`config.mk`:
```
export PLATFORM = sky130hd
export DESIGN_NAME = rx_link_top
export DESIGN_NICKNAME = d
export VERILOG_FILES = /design/src/common/rx_link_pkg.sv /design/src/common/rx_word_if.sv /design/src/deser/deser_shift.sv /design/src/link_ctrl.sv /design/src/rx_link_top.sv /design/src/startup_timer.sv /design/src/word_capture.sv
export SDC_FILE = /design/constraint.sdc
export NUM_CORES = 1
export LEC_CHECK = 0
export BUFFER_PORTS_ARGS = -buffer_cell sky130_fd_sc_hd__buf_2
export CAP_MARGIN = 20
export CORE_MARGIN = 2
export CORE_UTILIZATION = 57
export DETAILED_ROUTE_END_ITERATION = 16
export HOLD_SLACK_MARGIN = 0.1
export PLACE_DENSITY = 0.77
export SLEW_MARGIN = 20
export SYNTH_ARGS = -nofsm -noshare
export SYNTH_HDL_FRONTEND = slang
export SYNTH_SLANG_ARGS = --single-unit
```
`constraint.sdc`:
```
create_clock -name clkGHz_clkbuf -period 2.2 [get_ports clkGHz_clkbuf]
set_input_delay 0.11 -clock clkGHz_clkbuf [delete_from_list [all_inputs] [get_ports clkGHz_clkbuf]]
set_output_delay 0.11 -clock clkGHz_clkbuf [all_outputs]
set_load 0.05 [all_outputs]
```
`src/common/rx_link_pkg.sv`:
```
// Serial receiver shared definitions
// Word width, alignment comma, startup delay and link control states

package rx_link_pkg;

    //******************************
    // Word format
    //******************************

    // Bits per deserialized word
    parameter int WORD_WIDTH = 10;

    // K28.5-like alignment pattern, never a valid data word
    parameter logic [WORD_WIDTH-1:0] COMMA_WORD = 10'b0011111010;

    //******************************
    // Startup
    //******************************

    // Clock cycles from reset release until the receive path is trusted
    parameter int READY_WAIT = 255;

    //******************************
    // Link control
    //******************************

    typedef enum logic [1:0] {
        WAIT_READY = 2'd0,  // Holding off until startup timer expires
        SEARCH     = 2'd1,  // Bitslipping until a comma word shows up
        LOCKED     = 2'd2   // Boundary found, held until reset
    } link_state_t;

endpackage

```
`src/common/rx_word_if.sv`:
```
// Deserialized word bus between receiver blocks
// Carries the word strobe, comma detect and bitslip request

`timescale 1ns/100ps

interface rx_word_if #(
    parameter int WIDTH = rx_link_pkg::WORD_WIDTH
);

    logic [WIDTH-1:0] word;       // Stable from one strobe to the next
    logic             word_valid; // One cycle per assembled word
    logic             is_comma;   // Word matches alignment pattern
    logic             bitslip;    // One-cycle boundary shift request

    // Shifter side
    modport deser (
        output word,
        output word_valid,
        input  bitslip
    );

    // Comma compare and output register
    modport capture (
        input  word,
        input  word_valid,
        output is_comma
    );

    // Alignment FSM
    modport ctrl (
        input  word_valid,
        input  is_comma,
        output bitslip
    );

endinterface

```
`src/deser/deser_shift.sv`:
```
// Serial to parallel shifter
// Packs one bit per clock into WIDTH-bit words, with bitslip on the word boundary

`timescale 1ns/100ps

module deser_shift #(
    parameter int WIDTH = rx_link_pkg::WORD_WIDTH
)(
    input  logic        clkGHz_clkbuf,
    input  logic        reset_buf_n,
    input  logic        enable_n,      // Low to pass serial data
    input  logic        data_i,
    rx_word_if.deser    word_bus
);

    localparam int CW = (WIDTH > 1) ? $clog2(WIDTH) : 1;

    logic             bit_in;      // Gated serial bit
    logic [WIDTH-1:0] shift_q;     // Last WIDTH bits, newest in LSB
    logic [CW-1:0]    bit_cnt_q;   // Bits taken into current word
    logic             word_done;   // Last bit of word on this edge

    assign bit_in    = data_i & ~enable_n;          // Disabled input reads as zero
    assign word_done = (bit_cnt_q == CW'(WIDTH - 1)) && !word_bus.bitslip;

    //******************************
    // Data path
    //******************************

    always_ff @(posedge clkGHz_clkbuf) begin
        shift_q <= {shift_q[WIDTH-2:0], bit_in};    // Oldest bit ends up in MSB
        if (word_done) begin
            word_bus.word <= {shift_q[WIDTH-2:0], bit_in}; // Capture incl. current bit
        end
    end

    //******************************
    // Word counter
    //******************************

    always_ff @(posedge clkGHz_clkbuf or negedge reset_buf_n) begin
        if (!reset_buf_n) begin
            bit_cnt_q           <= '0;
            word_bus.word_valid <= 1'b0;
        end else begin
            word_bus.word_valid <= word_done;       // Strobe follows last bit
            if (word_bus.bitslip) begin
                bit_cnt_q <= bit_cnt_q;             // Drop one bit from the count
            end else if (word_done) begin
                bit_cnt_q <= '0;                    // Start next word
            end else begin
                bit_cnt_q <= bit_cnt_q + 1'b1;
            end
        end
    end

endmodule

```
`src/link_ctrl.sv`:
```
// Link control FSM
// Waits for startup, searches the word boundary by bitslip, then locks

`timescale 1ns/100ps

module link_ctrl (
    input  logic       clkGHz_clkbuf,
    input  logic       reset_buf_n,
    input  logic       ready,        // Startup delay expired
    rx_word_if.ctrl    word_bus,
    output logic       locked
);

    rx_link_pkg::link_state_t state_q;
    rx_link_pkg::link_state_t state_d;
    logic                     slip_d;   // Request a boundary shift

    //******************************
    // Next state
    //******************************

    always_comb begin
        state_d = state_q;
        slip_d  = 1'b0;
        unique case (state_q)
            rx_link_pkg::WAIT_READY: begin
                if (ready) begin
                    state_d = rx_link_pkg::SEARCH;      // Words now trusted
                end
            end
            rx_link_pkg::SEARCH: begin
                if (word_bus.word_valid) begin
                    if (word_bus.is_comma) begin
                        state_d = rx_link_pkg::LOCKED;  // Boundary found
                    end else begin
                        slip_d = 1'b1;                  // One slip per bad word
                    end
                end
            end
            rx_link_pkg::LOCKED: begin
                state_d = rx_link_pkg::LOCKED;          // No relock, held until reset
            end
            default: begin
                state_d = rx_link_pkg::WAIT_READY;
            end
        endcase
    end

    //******************************
    // State and bitslip registers
    //******************************

    always_ff @(posedge clkGHz_clkbuf or negedge reset_buf_n) begin
        if (!reset_buf_n) begin
            state_q          <= rx_link_pkg::WAIT_READY;
            word_bus.bitslip <= 1'b0;
        end else begin
            state_q          <= state_d;
            word_bus.bitslip <= slip_d;                 // Pulse in cycle after strobe
        end
    end

    assign locked = (state_q == rx_link_pkg::LOCKED);

endmodule

```
`src/rx_link_top.sv`:
```
// Single-lane serial receiver top level
// Startup delay, word deserializer, comma alignment and data word output

`timescale 1ns/100ps

module rx_link_top #(
    parameter int               WIDTH       = rx_link_pkg::WORD_WIDTH,
    parameter logic [WIDTH-1:0] COMMA       = rx_link_pkg::COMMA_WORD,
    parameter int               WAIT_CYCLES = rx_link_pkg::READY_WAIT
)(
    input  logic             clkGHz_clkbuf,
    input  logic             reset_buf_n,   // Async, active low
    input  logic             enable_n,      // Active-low serial enable
    input  logic             data_i,        // One bit per clock
    output logic [WIDTH-1:0] data_o,
    output logic             data_valid,
    output logic             ready,
    output logic             locked
);

    rx_word_if #(.WIDTH(WIDTH)) word_bus ();   // Shifter to capture and FSM

    deser_shift #(
        .WIDTH         (WIDTH)
    ) deser_shift_inst (
        .clkGHz_clkbuf (clkGHz_clkbuf),
        .reset_buf_n   (reset_buf_n),
        .enable_n      (enable_n),
        .data_i        (data_i),
        .word_bus      (word_bus.deser)
    );

    startup_timer #(
        .WAIT_CYCLES   (WAIT_CYCLES)
    ) startup_timer_inst (
        .clkGHz_clkbuf (clkGHz_clkbuf),
        .reset_buf_n   (reset_buf_n),
        .ready         (ready)
    );

    word_capture #(
        .WIDTH         (WIDTH),
        .COMMA         (COMMA)
    ) word_capture_inst (
        .clkGHz_clkbuf (clkGHz_clkbuf),
        .reset_buf_n   (reset_buf_n),
        .locked        (locked),
        .word_bus      (word_bus.capture),
        .data_o        (data_o),
        .data_valid    (data_valid)
    );

    link_ctrl link_ctrl_inst (
        .clkGHz_clkbuf (clkGHz_clkbuf),
        .reset_buf_n   (reset_buf_n),
        .ready         (ready),
        .word_bus      (word_bus.ctrl),
        .locked        (locked)
    );

endmodule

```
`src/startup_timer.sv`:
```
// Startup delay timer
// Raises ready a fixed number of cycles after reset and holds it

`timescale 1ns/100ps

module startup_timer #(
    parameter int WAIT_CYCLES = rx_link_pkg::READY_WAIT
)(
    input  logic clkGHz_clkbuf,
    input  logic reset_buf_n,
    output logic ready
);

    localparam int CW = $clog2(WAIT_CYCLES + 1);

    logic [CW-1:0] wait_cnt_q;  // Edges seen since reset release
    logic          reached;     // Final count on this edge

    assign reached = (wait_cnt_q == CW'(WAIT_CYCLES - 1));

    always_ff @(posedge clkGHz_clkbuf or negedge reset_buf_n) begin
        if (!reset_buf_n) begin
            wait_cnt_q <= '0;
            ready      <= 1'b0;
        end else begin
            if (!reached) begin
                wait_cnt_q <= wait_cnt_q + 1'b1;    // Saturates at final count
            end
            if (reached) begin
                ready <= 1'b1;                      // Sticky until reset
            end
        end
    end

endmodule

```
`src/word_capture.sv`:
```
// Word capture stage
// Detects the comma and registers data words with a one-cycle valid pulse

`timescale 1ns/100ps

module word_capture #(
    parameter int               WIDTH = rx_link_pkg::WORD_WIDTH,
    parameter logic [WIDTH-1:0] COMMA = rx_link_pkg::COMMA_WORD
)(
    input  logic             clkGHz_clkbuf,
    input  logic             reset_buf_n,
    input  logic             locked,       // Boundary aligned
    rx_word_if.capture       word_bus,
    output logic [WIDTH-1:0] data_o,
    output logic             data_valid
);

    logic take_word;  // Data word arriving on a locked link

    //******************************
    // Comma detect
    //******************************

    assign word_bus.is_comma = (word_bus.word == COMMA);

    // Commas are idle fill once aligned
    assign take_word = word_bus.word_valid && locked && !word_bus.is_comma;

    //******************************
    // Output register
    //******************************

    always_ff @(posedge clkGHz_clkbuf or negedge reset_buf_n) begin
        if (!reset_buf_n) begin
            data_o     <= '0;
            data_valid <= 1'b0;
        end else begin
            data_valid <= take_word;                // Single cycle per word
            if (take_word) begin
                data_o <= word_bus.word;            // Held until next data word
            end
        end
    end

endmodule

```
==> flow_summary.json <==
{
  "outcome": "completed",
  "synthCells": 132,
  "hold_class": "in2async",
  "wl_per_cell_um": 15.1,
  "critical_path.endpoint_type": "register",
  "die_area_um2": 3660,
  "die_w_um": 60.5,
  "grtUsageMet1_pct": 25.5,
  "multi_input_area_um2": 593,
  "cellPowerDensity_nw_per_um2": 738,
  "synth_top_area_cell": "dfrtp_1",
  "clock_power_share_pct": 40.4,
  "power_frac_seq_pct": 58.5,
  "syn_nets": 143,
  "ys_ff_latch": 47,
  "async_flop_share_pct": 59.6,
  "period_minus_slack_ns": 1.84,
  "root_buffer": "clkbuf_4",
  "ys.flop_type": "dfrtp_1",
  "drive_above_1_share_pct": 22.2,
  "drt-total-wl_mm": 3.05,
  "drv_slew": 0,
  "initialDrtViolationCount": 108,
  "synthDistinctLibCells": 33,
  "gr-usage-met3_pct": 5.33,
  "yosysSeqAreaShare_pct": 64.8,
  "start_util_pct": 59.7,
  "dp_hpwl_mm": 2.07,
  "place.gp.congestion": 0.781,
  "rsz0062_at_grt": "no",
  "utilization_pct": 68.3,
  "numCtsBuffers": 5,
  "area_growth_pct": 14.4,
  "finalSetupViolCount": 0,
  "cts.path.max_buffers": 2,
  "grt-busiest-layer": "met2",
  "final.setup.tns_ns": 0,
  "finClkSkew_ns": 0.0132,
  "synth.area.top_cells": "dfrtp_1, edfxtp_1, dfxtp_1, ha_1, mux2_4",
  "synth_common_cells": "dfrtp_1, edfxtp_1, dfxtp_1",
  "yosysMostFrequentCell": "dfrtp_1",
  "diodes": 0,
  "slew_headroom_pct": 59.1,
  "netlist_area_um2": 1820,
  "grt_pass1_vias": 1085,
  "coreArea_um2": 3050,
  "synth_top_cell_area_share_pct": 38.5,
  "grt_overflow": 0,
  "worstMarginPinSlew_ns": 0.614,
  "intPower_mw": 1.25,
  "dp_slack_ns": 0.440,
  "start_kind": "register",
  "finalHoldViolCount": 0,
  "clk_latency_ns": 0.36,
  "die_y_um": 60.5,
  "grt_usage_pct": 19.5,
  "antenna_found_initial": 0,
  "grt_max_degree": 29,
  "syn_area_per_cell_um2": 13.8,
  "cts.sinks": 47,
  "vias_per_cell": 5.53,
  "rows": 20,
  "crit_type": "reg2reg",
  "fill_cells": 233,
  "maxCapViolCount": 0,
  "combPwrFrac_pct": 1.1,
  "post-cts-setup-buffers": 0,
  "first_pass_iters": 5,
  "ir_drop_mv": 0.531,
  "p_switching_uw": 283,
  "port_buffers": 16,
  "clkTransAtPathRegs_ns": 0.13,
  "worstPathArrival_ns": 2.10,
  "p_leak_nw": 0.958,
  "cp_max_fo": 8,
  "ys_warn_count": 0,
  "nets": 168,
  "grtUsageMet2_pct": 30.3,
  "htree_levels": 2,
  "p_sw_share_pct": 18.4,
  "max_freq_mhz": 544,
  "seq_area_um2": 1180,
  "ios": 17,
  "crit_required_ns": 2.46,
  "drcViolationCount": 0,
  "period_share_pct": 83.5,
  "synth_edf_count": 10,
  "fin_ws_ns": 0.362,
  "grt_pass1_wl_mm": 5.02,
  "antenna_left": 0,
  "vias": 1118,
  "cts_tree": "yes"
}
-- timing repair --
| action | in CTS | in global routing |
|---|---|---|
| hold buffers | 3 | 0 |
| endpoints found under the hold margin | 30 | 0 |
| gates resized for setup | 0 | 0 |
-- state kept, by name (all words and copies together), names as in the netlist --
| name | count |
|---|---|
| word_capture_inst.data_o | 10 |
| deser_shift_inst.shift_q | 9 |
| startup_timer_inst.wait_cnt_q | 8 |
| link_ctrl_inst.word_bus.bitslip | 1 |
| word_capture_inst.data_valid | 1 |
| deser_shift_inst.word_bus.word_valid | 1 |
| startup_timer_inst.ready | 1 |
| deser_shift_inst.word_bus.word | 10 |
| link_ctrl_inst.state_q | 2 |
| deser_shift_inst.bit_cnt_q | 4 |
-- layout make-up --
cell class | instances | share of cell area (%)
flip-flops and latches | 47 | 56.7
multi-input cells | 75 | 28.5
repair buffers | 20 | 5.64
clock inverters | 3 | 3.24
well taps | 44 | 2.64
clock buffers | 5 | 1.80
inverters | 8 | 1.56
-- layout by cell type, fill, tap and decap left out, drive strengths merged, types with 4 or more instances in the layout --
cell type and count:
buf 17, o21ai 4, nand3 6, edfxtp 10, clkbuf 5, dfxtp 9, a32o 4, dfrtp 28
nor2 7, a21oi 8, ha 7, inv 8, nand2 7, mux2 4
-- critical path, cell delays in order, from the launching register on --
cell     delay (ns)
dfrtp_1        0.42
inv_1          0.10
ha_1           0.29
nand2_1        0.20
a31o_1         0.38
mux2_4         0.34
-- layer usage --
metal	vias up	wire, µm
met3	13	149
met5	-	0
met2	42	1450
li1	522	-
met1	541	1390
met4	0	65
-- worst paths after layout --
| kind | from | end | slack, ns | cells past startpoint |
|---|---|---|---|---|
| min reg2reg | deser_shift_inst.shift_q[1] | deser_shift_inst.shift_q[2] | 0.36 | 0 |
| min in group clkGHz_clkbuf | deser_shift_inst.shift_q[1] | deser_shift_inst.shift_q[2] | 0.36 | 0 |
| max in group asynchronous | reset_buf_n | deser_shift_inst.bit_cnt_q[0] | 1.52 | 2 |
| min | reset_buf_n | startup_timer_inst.wait_cnt_q[6] | 0.28 | 2 |
| max reg2reg | link_ctrl_inst.state_q[0] | word_capture_inst.data_o[7] | 0.36 | 5 |
| max | link_ctrl_inst.state_q[0] | word_capture_inst.data_o[7] | 0.36 | 5 |
-- per-stage QoR --
stage                     cell area [µm²]  instances  hold slack [ns]  power, mW
after floorplan                      1820        132           -0.186      0.917
final                                2080        202            0.278       1.54
after global placement               1950        191            0.150      0.930
after global routing                 2080        202            0.336       1.60
after CTS                            2080        202            0.299       1.55
after detailed placement             1950        191            0.164      0.931
-- power groups by stage --
stage                     logic (mW)  registers, mW  clock network (mW)
after floorplan             0.000747          0.916                   0
after global placement        0.0131          0.917                   0
after detailed placement      0.0137          0.917                   0
after CTS                     0.0176          0.900               0.637
after global routing          0.0197          0.901               0.677
final                         0.0166          0.899               0.622
-- cell families (layout without fill, tap and decap cells) --
logic type                 Yosys count  in the layout  synth area share [%]
adders and majority gates            7              7                  4.81
muxes                                4              4                  3.30
xor gates and xnor gates             5              5                  2.40
buffers and inverters               10             36                  2.61
DFF                                 47             47                  64.8
AOI/OAI and AO/OA                   26             26                  10.8
and+or+nand+nor                     33             33                  11.3
(Power assumes the default switching activity.)
